===== config.mk =====
export PLATFORM = sky130hd
export DESIGN_NAME = kc_io_top
export DESIGN_NICKNAME = d
export VERILOG_FILES = /design/src/common/kc_io_pkg.sv /design/src/common/uart_link_if.sv /design/src/uart/uart_rx.sv /design/src/uart/uart_tx.sv /design/src/rtl/dip_sampler.sv /design/src/rtl/cmd_ctrl.sv /design/src/rtl/kc_io_top.sv
export SDC_FILE = /design/constraint.sdc
export NUM_CORES = 1
export LEC_CHECK = 0
export BUFFER_PORTS_ARGS = -buffer_cell sky130_fd_sc_hd__buf_4
export CORE_MARGIN = 2
export CORE_UTILIZATION = 55
export DETAILED_ROUTE_END_ITERATION = 8
export GPL_TIMING_DRIVEN = 0
export PLACE_DENSITY = 0.84
export SKIP_LAST_GASP = 1
export SYNTH_ARGS = -nofsm -noshare
export SYNTH_HDL_FRONTEND = slang
export SYNTH_SLANG_ARGS = --single-unit

===== constraint.sdc =====
create_clock -name clk -period 5.52 [get_ports clk]
set_input_delay 0.552 -clock clk [delete_from_list [all_inputs] [get_ports clk]]
set_output_delay 0.552 -clock clk [all_outputs]
set_load 0.005 [all_outputs]

===== src/common/kc_io_pkg.sv =====
// Board I/O shared definitions
`default_nettype none

package kc_io_pkg;

  // ================================================
  // Timing
  // ================================================

  // Simulation speed-up divider for the serial line
  localparam int CLKS_PER_BIT = 16;
  localparam int CLK_CNT_W = $clog2(CLKS_PER_BIT);

  // Cycles a switch value must stay stable
  localparam int DEB_CYCLES = 8;
  localparam int DEB_CNT_W = $clog2(DEB_CYCLES + 1);

  // ================================================
  // Command encoding
  // ================================================

  // Upper nibble of a command byte
  typedef enum logic [3:0] {
    OP_LED_LO   = 4'h1,
    OP_LED_HI   = 4'h2,
    OP_READ_DIP = 4'h3,
    OP_PING     = 4'h4
  } opcode_e;

  // Fixed replies
  localparam logic [7:0] REPLY_BAD_OP = 8'hEE;
  localparam logic [7:0] REPLY_FRAME_ERR = 8'hFE;

  // Unsolicited switch report with the switches in the low nibble
  localparam logic [3:0] EVT_NIBBLE = 4'hA;

  // ================================================
  // Serial FSM
  // ================================================

  typedef enum logic [1:0] {
    IDLE,
    START,
    DATA,
    STOP
  } uart_state_e;

endpackage

`default_nettype wire


===== src/common/uart_link_if.sv =====
// UART byte link
`timescale 1ns/1ps
`default_nettype none

interface uart_link_if;

  // Receive side
  logic [7:0] rx_data;
  logic       rx_valid;
  logic       rx_frame_err;

  // Transmit side
  logic [7:0] tx_data;
  logic       tx_send;
  logic       tx_busy;

  modport rx_mp (
    output rx_data,
    output rx_valid,
    output rx_frame_err
  );

  modport tx_mp (
    input  tx_data,
    input  tx_send,
    output tx_busy
  );

  modport ctrl_mp (
    input  rx_data,
    input  rx_valid,
    input  rx_frame_err,
    output tx_data,
    output tx_send,
    input  tx_busy
  );

endinterface

`default_nettype wire


===== src/uart/uart_rx.sv =====
// UART 8N1 receiver
`timescale 1ns/1ps
`default_nettype none

module uart_rx import kc_io_pkg::*; (
  input  wire        clk,
  input  wire        i_rst,
  input  wire        i_rd,
  uart_link_if.rx_mp link
);

  logic [1:0]           rd_sync;
  uart_state_e          state;
  logic [CLK_CNT_W-1:0] clk_cnt;
  logic [2:0]           bit_idx;
  logic [7:0]           shreg;
  logic                 valid_q;
  logic                 frame_err_q;
  logic                 bit_end;
  logic                 half_bit;

  assign bit_end = (clk_cnt == CLK_CNT_W'(CLKS_PER_BIT - 1));
  assign half_bit = (clk_cnt == CLK_CNT_W'(CLKS_PER_BIT / 2 - 1));

  // Line synchronizer that idles high
  always_ff @(posedge clk) begin
    if (i_rst) begin
      rd_sync <= 2'b11;
    end else begin
      rd_sync <= {rd_sync[0], i_rd};
    end
  end

  // ================================================
  // Frame FSM
  // ================================================
  always_ff @(posedge clk) begin
    if (i_rst) begin
      state       <= IDLE;
      clk_cnt     <= '0;
      bit_idx     <= '0;
      valid_q     <= 1'b0;
      frame_err_q <= 1'b0;
    end else begin
      valid_q <= 1'b0;
      case (state)
        IDLE: begin
          clk_cnt <= '0;
          if (!rd_sync[1]) begin
            state <= START;
          end
        end
        START: begin
          if (half_bit) begin
            clk_cnt <= '0;
            bit_idx <= '0;
            // Glitch shorter than half a bit
            state <= rd_sync[1] ? IDLE : DATA;
          end else begin
            clk_cnt <= clk_cnt + 1'b1;
          end
        end
        DATA: begin
          if (bit_end) begin
            clk_cnt <= '0;
            bit_idx <= bit_idx + 1'b1;
            if (bit_idx == 3'd7) begin
              state <= STOP;
            end
          end else begin
            clk_cnt <= clk_cnt + 1'b1;
          end
        end
        STOP: begin
          if (bit_end) begin
            valid_q     <= 1'b1;
            frame_err_q <= ~rd_sync[1];
            state       <= IDLE;
          end else begin
            clk_cnt <= clk_cnt + 1'b1;
          end
        end
        default: state <= IDLE;
      endcase
    end
  end

  // Data bits arrive LSB first
  always_ff @(posedge clk) begin
    if (state == DATA && bit_end) begin
      shreg <= {rd_sync[1], shreg[7:1]};
    end
  end

  assign link.rx_data = shreg;
  assign link.rx_valid = valid_q;
  assign link.rx_frame_err = frame_err_q;

endmodule

`default_nettype wire


===== src/uart/uart_tx.sv =====
// UART 8N1 transmitter
`timescale 1ns/1ps
`default_nettype none

module uart_tx import kc_io_pkg::*; (
  input  wire        clk,
  input  wire        i_rst,
  output logic       o_td,
  uart_link_if.tx_mp link
);

  uart_state_e          state;
  logic [CLK_CNT_W-1:0] clk_cnt;
  logic [2:0]           bit_idx;
  logic [7:0]           shreg;
  logic                 busy_q;
  logic                 bit_end;

  assign bit_end = (clk_cnt == CLK_CNT_W'(CLKS_PER_BIT - 1));

  // ================================================
  // Frame FSM
  // ================================================
  always_ff @(posedge clk) begin
    if (i_rst) begin
      state   <= IDLE;
      clk_cnt <= '0;
      bit_idx <= '0;
      busy_q  <= 1'b0;
      o_td    <= 1'b1;
    end else begin
      case (state)
        IDLE: begin
          clk_cnt <= '0;
          bit_idx <= '0;
          if (link.tx_send) begin
            o_td   <= 1'b0;
            busy_q <= 1'b1;
            state  <= START;
          end
        end
        START, DATA: begin
          if (bit_end) begin
            clk_cnt <= '0;
            // After the last data bit the shifted-in ones form the stop bit
            o_td <= shreg[0];
            if (state == START) begin
              state <= DATA;
            end else begin
              bit_idx <= bit_idx + 1'b1;
              if (bit_idx == 3'd7) begin
                state <= STOP;
              end
            end
          end else begin
            clk_cnt <= clk_cnt + 1'b1;
          end
        end
        STOP: begin
          if (bit_end) begin
            clk_cnt <= '0;
            busy_q  <= 1'b0;
            state   <= IDLE;
          end else begin
            clk_cnt <= clk_cnt + 1'b1;
          end
        end
        default: state <= IDLE;
      endcase
    end
  end

  // Shift out LSB first and fill with ones
  always_ff @(posedge clk) begin
    if (state == IDLE && link.tx_send) begin
      shreg <= link.tx_data;
    end else if ((state == START || state == DATA) && bit_end) begin
      shreg <= {1'b1, shreg[7:1]};
    end
  end

  assign link.tx_busy = busy_q;

endmodule

`default_nettype wire


===== src/rtl/dip_sampler.sv =====
// DIP switch debouncer
`timescale 1ns/1ps
`default_nettype none

module dip_sampler import kc_io_pkg::*; (
  input  wire        clk,
  input  wire        i_rst,
  input  wire  [3:0] i_dip,
  output logic [3:0] o_dip,
  output logic       o_dip_chg
);

  logic [3:0]           sync_1;
  logic [3:0]           sync_2;
  logic [3:0]           cand;
  logic [DEB_CNT_W-1:0] deb_cnt;

  // Two-stage synchronizer
  always_ff @(posedge clk) begin
    if (i_rst) begin
      sync_1 <= '0;
      sync_2 <= '0;
    end else begin
      sync_1 <= i_dip;
      sync_2 <= sync_1;
    end
  end

  // ================================================
  // Debounce
  // ================================================
  always_ff @(posedge clk) begin
    if (i_rst) begin
      cand      <= '0;
      deb_cnt   <= '0;
      o_dip     <= '0;
      o_dip_chg <= 1'b0;
    end else begin
      o_dip_chg <= 1'b0;
      if (sync_2 != cand) begin
        // Bounce restarts the count
        cand    <= sync_2;
        deb_cnt <= '0;
      end else if (deb_cnt != DEB_CNT_W'(DEB_CYCLES)) begin
        deb_cnt <= deb_cnt + 1'b1;
        if (deb_cnt == DEB_CNT_W'(DEB_CYCLES - 1) && cand != o_dip) begin
          o_dip     <= cand;
          o_dip_chg <= 1'b1;
        end
      end
    end
  end

endmodule

`default_nettype wire


===== src/rtl/cmd_ctrl.sv =====
// Command controller
`timescale 1ns/1ps
`default_nettype none

module cmd_ctrl import kc_io_pkg::*; (
  input  wire          clk,
  input  wire          i_rst,
  uart_link_if.ctrl_mp link,
  input  wire    [3:0] i_dip,
  input  wire          i_dip_chg,
  output logic   [7:0] o_led
);

  opcode_e    op;
  logic [3:0] arg;

  // Pending reply slot
  logic       rep_pend;
  logic [7:0] rep_byte;

  // Pending switch report slot
  logic       evt_pend;
  logic [7:0] evt_byte;

  logic       send_q;
  logic [7:0] send_byte;
  logic       tx_free;

  assign op = opcode_e'(link.rx_data[7:4]);
  assign arg = link.rx_data[3:0];

  // Busy rises one cycle late, so a send just issued blocks the next
  assign tx_free = !link.tx_busy && !send_q;

  // ================================================
  // Decode and LEDs
  // ================================================
  always_ff @(posedge clk) begin
    if (i_rst) begin
      o_led <= '0;
    end else if (link.rx_valid && !link.rx_frame_err) begin
      case (op)
        OP_LED_LO: o_led[3:0] <= arg;
        OP_LED_HI: o_led[7:4] <= arg;
        default: ;
      endcase
    end
  end

  // ================================================
  // Pending slots and arbitration
  // ================================================
  always_ff @(posedge clk) begin
    if (i_rst) begin
      rep_pend <= 1'b0;
      evt_pend <= 1'b0;
      send_q   <= 1'b0;
    end else begin
      send_q <= 1'b0;

      // Reply wins the transmitter
      if (tx_free && rep_pend) begin
        rep_pend <= 1'b0;
        send_q   <= 1'b1;
      end else if (tx_free && evt_pend) begin
        evt_pend <= 1'b0;
        send_q   <= 1'b1;
      end

      // New items override a clear in the same cycle
      if (link.rx_valid && (link.rx_frame_err || (op != OP_LED_LO && op != OP_LED_HI))) begin
        rep_pend <= 1'b1;
      end
      if (i_dip_chg) begin
        evt_pend <= 1'b1;
      end
    end
  end

  // Payload bytes
  always_ff @(posedge clk) begin
    if (link.rx_valid) begin
      if (link.rx_frame_err) begin
        rep_byte <= REPLY_FRAME_ERR;
      end else begin
        case (op)
          // LED commands keep any pending reply intact
          OP_LED_LO, OP_LED_HI: ;
          OP_READ_DIP: rep_byte <= {OP_READ_DIP, i_dip};
          OP_PING:     rep_byte <= link.rx_data;
          default:     rep_byte <= REPLY_BAD_OP;
        endcase
      end
    end
    if (i_dip_chg) begin
      evt_byte <= {EVT_NIBBLE, i_dip};
    end
    if (tx_free && rep_pend) begin
      send_byte <= rep_byte;
    end else if (tx_free && evt_pend) begin
      send_byte <= evt_byte;
    end
  end

  assign link.tx_send = send_q;
  assign link.tx_data = send_byte;

endmodule

`default_nettype wire


===== src/rtl/kc_io_top.sv =====
// Board I/O subsystem top
`timescale 1ns/1ps
`default_nettype none

module kc_io_top (
  input  wire        clk,
  input  wire        i_rst,
  input  wire        i_uart_rd,
  output logic       o_uart_td,
  input  wire  [3:0] i_dip,
  output logic [7:0] o_led
);

  // Debounced switches towards the controller
  logic [3:0] dip_db;
  logic       dip_chg;

  uart_link_if u_link ();

  // ================================================
  // Serial side
  // ================================================
  uart_rx u_uart_rx (
    .clk   (clk),
    .i_rst (i_rst),
    .i_rd  (i_uart_rd),
    .link  (u_link.rx_mp)
  );

  uart_tx u_uart_tx (
    .clk   (clk),
    .i_rst (i_rst),
    .o_td  (o_uart_td),
    .link  (u_link.tx_mp)
  );

  // ================================================
  // Switches and control
  // ================================================
  dip_sampler u_dip_sampler (
    .clk       (clk),
    .i_rst     (i_rst),
    .i_dip     (i_dip),
    .o_dip     (dip_db),
    .o_dip_chg (dip_chg)
  );

  cmd_ctrl u_cmd_ctrl (
    .clk       (clk),
    .i_rst     (i_rst),
    .link      (u_link.ctrl_mp),
    .i_dip     (dip_db),
    .i_dip_chg (dip_chg),
    .o_led     (o_led)
  );

endmodule

`default_nettype wire


After elaboration in Yosys (flattened, before gate mapping)
Index checks and enable logic that the tools add are counted.
{ "totals": {"regBits": 92, "output_inout_bits": 9, "in_bits": 7} }
{ "classes": {"bitwise": 4, "n_mux": 45, "eq_ne": 34, "add_sub_neg": 5, "n_reduce_logical": 42} }
{ "ops": {"columns": ["operator", "n"], "rows": [
  ["8-bit two-way mux", 4],
  ["8-bit one-hot mux with 3 select lines", 1],
  ["2-bit two-way mux", 11],
  ["4-bit two-way mux", 4],
  ["4-bit one-hot mux with 4 select lines", 1],
  ["3-bit AND reduction", 5],
  ["2-bit by 1-bit inequality test with 1-bit output (second input constant)", 7],
  ["2-bit nonzero test", 7],
  ["1-bit two-way mux", 13],
  ["4-bit by 1-bit adder with 4-bit output (second input constant)", 3],
  ["4-bit by 3-bit equality test with 1-bit output (second input constant)", 3],
  ["3-bit two-way mux", 4],
  ["3-bit one-hot mux with 2 select lines", 2],
  ["1-bit logical AND", 10],
  ["2-bit inequality test (second input constant)", 5],
  ["2-bit AND reduction", 5],
  ["2-bit equality test (second input constant)", 4],
  ["4-bit by 2-bit equality test with 1-bit output (second input constant)", 2],
  ["4-bit equality test (second input constant)", 2],
  ["4-bit inequality test", 2],
  ["2-bit one-hot mux with 4 select lines", 1],
  ["4-bit one-hot mux with 2 select lines", 1],
  ["2-bit OR reduction", 4],
  ["3-bit by 1-bit adder with 3-bit output (second input constant)", 2],
  ["other kinds (16)", 27]
]} }

Longest topological paths before layout
{ "logic_depth": {"word_depth": 6, "mapped_depth": 7} }

Modules after synthesis
Synthesis repeated with hierarchy kept, for this count alone.
{ "hier_totals": {"hier_cells": 327, "hier_area_um2": 3920.0} }
{ "modules_own_cells": {"columns": ["mod", "seq_area_each_um2", "area_per_inst_um2", "instances", "cells_per_inst"], "rows": [
  ["cmd_ctrl", 820.8, 1260.0, 1, 86],
  ["uart_tx", 460.4, 942.2, 1, 81],
  ["uart_rx", 500.5, 909.6, 1, 82],
  ["dip_sampler", 420.4, 808.3, 1, 78]
]} }

Worst setup path after synthesis
No wires, ideal clock.
{ "synth_path": {"kind": "flip-flop to flip-flop", "from": "reg u_uart_tx.state[0]", "to": "reg u_uart_tx.state[1]", "arrival_time_ns": 1.740, "stages_incl_launch_ff": 8, "required_time_ns": 5.434, "path_buffers": 1, "setup_slack_ns": 3.695, "setup_ns": 0.086, "path_cell_list": "dfxtp_1 inv_1 ha_1 buf_2 or2_2 a221oi_1 nor2_1 a211oi_1"} }
{ "synth_between": {"elab_chain_len": 4, "elab_cells_between_ends": 13} }
{ "synth_rtl": {"columns": ["item", "line", "rtl"], "rows": [
  ["start: declaration", "uart_tx.sv:12", "uart_state_e state;"],
  ["start signal: assignment", "uart_tx.sv:26", "state <= IDLE;"],
  ["start signal: assignment", "uart_tx.sv:39", "state <= START;"],
  ["start signal: assignment", "uart_tx.sv:48", "state <= DATA;"],
  ["2-bit equality test or 2-bit by 1-bit equality test with 1-bit output (tied branches)", "uart_tx.sv:32, uart_tx.sv:47", null],
  ["2-bit OR reduction or 2-bit two-way mux (tied branches)", "uart_tx.sv:32, uart_tx.sv:47", null],
  ["3-bit by 1-bit inequality test with 1-bit output (no source line) (tied with other cells)", null, null],
  ["4-bit AND reduction (no source line) or 2-bit one-hot mux with 3 select lines (tied branches)", null, null]
]} }
Several ways; a longest one is shown, not always the timed one. The select of a mux whose other input is x is not followed.
A chain may end at the register's enable or synchronous reset.

==> summary.md <==
| Metric | Value |
|---|---|
| Seq pwr share | 56.2% |
| Switching part of the total | between 20 and 30% |
| WP data required | 5770 ps |
| Minimum clock period | roughly 2100 ps |
| H-tree Lvls | 3 |
| Critical-path cell list | inv_1 > ha_1 > buf_2 > mux2_2 > o22ai_2 > a311oi_1 > a41o_2 |
| CTS buffer count | 9 |
| Vias in the first global route | 2,398 |
| DR DRC count | 0 |
| Skew-Pair Late Insertion Delay | 350 ps |
| Routed vias/inst | approximately 5.4 |
| Initial DRC Count | 131 |
| Design Area, Final | 4280 µm² |
| Worst Hold Class | primary input to flip-flop |
| Crit. End Element | flip-flop |
| Maximum vdd ir drop | 0.000184 V |
| Fin crit share | 37.8% |
| Worst R2R Start | u_uart_rx.state[0] |
| Rel. slew slack | 39.4% |
| Main synth FF type | dfxtp_1 |
| Antenna diode count | 0 |
| Layout cells sized above 1 | 15.7% |
| Initial Utilization | 56.8% |
| Power density over cell area | 310 nW/µm² |
| Fraction of registers with async set/reset | 0% |
| Total negative setup slack | 0 ps |
| Power share of the clock group | 28.3% |
| Initial antenna violation count | 0 |
| Setup Fix Bufs, Post-CTS | 0 |
| Multi-input logic area | between 1500 and 2000 µm² |
| GRT Total Usage | 18.1% |
| Hold_sp | i_uart_rd |
| Synth Warn # | 0 |
| FILL cells | 541 |
| GR Overflow Total | 0 |
| CTS tree | yes |
| Hold buffers post-CTS | 0 |
| Ports placed on the boundary | 16 |
| CP Buf/Inv Count | 2 |
| Area Growth Syn to Fin | 10.1% |
| Average size of a mapped cell | 11.7 µm² |
| Pre-Repair DR Iteration Count | 4 |
| Setup violators final | 0 |
| Lkg Pwr | 0.00162 µW |
| Row cnt | 30 |
| Outcome | completed |
| Syn nets | approximately 360 |
| Avg WL per Cell | 14.0 µm |
| Register-to-register setup slack | 3430 ps |
| Worst-Margin Slew | between 900 and 1000 ps |
| Max-slew violation count | 0 |
| Sequential cell area | between 2000 and 2500 µm² |
| Port Buffers | 15 |
| Die H | just under 90 µm |
| Reg clk slew, reported paths | around 80 ps |
| WL final | approximately 6400 µm |
| CP max stage cell | dfxtp_1 |
| Max-cap violations | 0 |
| Final Hold Viols | 0 |
| Gpl congestion | 0.845 |
| Endpoint of the worst hold path | u_uart_rx.rd_sync[0] |
| # resized after CTS | 0 |
| Nets | 384 |
| Critical path arrival | 2340 ps |
| Post-synth cell types | 51 |
| Post-layout util | 62.6% |
| Hold-critical path depth | 2 |
| Slowest stage delay, CP | approximately 420 ps |
| Switching power | between 300 and 400 µW |
| Synth Register Bits | 92 |
| Achievable frequency | 0.479 GHz |
| Largest net degree at the start of global routing | 15 |
| CP top delay family | compound AO/OA/AOI/OAI gates |
| First-pass GRT wire length | 10,600 µm |
| Root Driver | clkbuf_8 |
| Die area | 7750 µm² |
| Area post-placement | 4120 µm² |
| Post-route ant nets | 0 |
| Max Root-Sink Buffers | 2 |
| Sequential share of the synthesized area | 56.7% |
| Core footprint | 6830 µm² |
| Synthesized cell area | 3880 µm² |
| Cell internal pwr | 969 µW |
| Mapped Cells | 332 |
| DP HPWL | 4710 µm |
| Post-synth EDFFs | 36 |
| DR vias | 2,495 |
| Register-to-Register Path Depth | 7 |
| Sink Count | between 90 and 100 |
| CP Launch Type | flip-flop |
| Clock skew | 5.60 ps |
| RSZ-0062 raised after global routing | false |
| Combinational share of power | 15.5% |
| Die Width | 88.0 µm |
| Max FO, Critical Path | 10 |
| Critical path class | flip-flop to flip-flop |
worst max path at each step:
| stage | start | end | cells past startpoint |
|---|---|---|---|
| after floorplan | u_uart_tx.state[0] | u_uart_tx.state[1] | 7 |
| after global placement | u_uart_rx.link.rx_data[4] | u_cmd_ctrl.rep_byte[1] | 2 |
| after detailed placement | u_uart_rx.link.rx_data[5] | u_cmd_ctrl.rep_byte[0] | 2 |
| after CTS | u_uart_rx.link.rx_data[5] | u_cmd_ctrl.rep_byte[4] | 2 |
| after global routing | u_uart_rx.state[0] | u_uart_rx.state[0] | 7 |
| final | u_uart_rx.state[0] | flip-flop | 7 |
registers in the layout, summed over array words and instances (netlist names), 8 cells and up, named ones only:
name / flops
u_cmd_ctrl.o_led: 8
u_uart_tx.shreg: 8
u_cmd_ctrl.link.tx_data: 8
u_cmd_ctrl.rep_byte: 8
u_uart_rx.link.rx_data: 8
cells in the mapped netlist (6+ instances only):
cell / number / area, µm²
dfxtp_1: 56 / 1120
edfxtp_1: 36 / 1080
nor2_1: 28 / 105
ha_1: 19 / 238
nor2b_1: 15 / 93.8
a21oi_1: 14 / 70.1
nand2_1: 14 / 52.6
mux2_2: 13 / 146
nand2b_1: 13 / 81.3
inv_1: 12 / 45.0
mux2i_1: 12 / 120
clkbuf_1: 9 / 33.8
xnor2_1: 7 / 61.3
xor2_1: 7 / 61.3
nand3_1: 6 / 30.0
or2_2: 6 / 37.5
power groups by stage:
stage,clock (µW),combinational [µW],sequential (µW)
finish,375,205,745
global route,412,232,748
CTS,391,206,744
detailed placement,0,205,760
global placement,0,190,759
floorplan,0,155,756
cells by family after synthesis:
family                     Yosys count  share of synthesized area [%]
adders and majority gates           19                           6.12
AOI/OAI and AO/OA                   48                           8.99
xor gates and xnor gates            14                           3.16
muxes                               25                           6.86
and+or+nand+nor                    111                           15.9
DFF                                 92                           56.7
buffers and inverters               23                           2.29
per-layer routing:
layer  global-route usage [%]  vias up  part of all wire, %
met3                     6.97       12                  5.0
met2                     30.6       49                   51
li1                         -     1243                    -
met1                     20.2     1191                   42
met4                     8.40        0                  1.9
met5                        0        -                    0
stage by stage:
step | power (µW) | cells | setup slack (ps) | hold slack (ps)
after floorplan | 911 | 332 | 3690 | 389
after detailed placement | 965 | 443 | 3400 | 407
after CTS | 1340 | 459 | 3400 | 361
final | 1330 | 459 | 3430 | 382
after global placement | 949 | 443 | 3490 | 393
after global routing | 1390 | 459 | 3280 | 367
layout make-up:
class	count	share of cell area, %
flip-flops and latches	92	51.5
multi-input cells	217	37.2
clock buffers	11	3.07
well taps	96	2.81
repair buffers	15	2.63
inverters	12	1.05
plain buffers	11	1.02
clock inverters	5	0.673
layout by cell type, fill, tap and decap left out, drive strengths merged, types with 12 or more instances in the layout:
master,count
nand2b,13
clkbuf,20
nor2b,15
mux2i,12
a21oi,14
buf,17
ha,19
inv,12
edfxtp,36
dfxtp,56
nand2,14
mux2,13
nor2,28
Note: power is estimated with default switching activity, not from simulation.
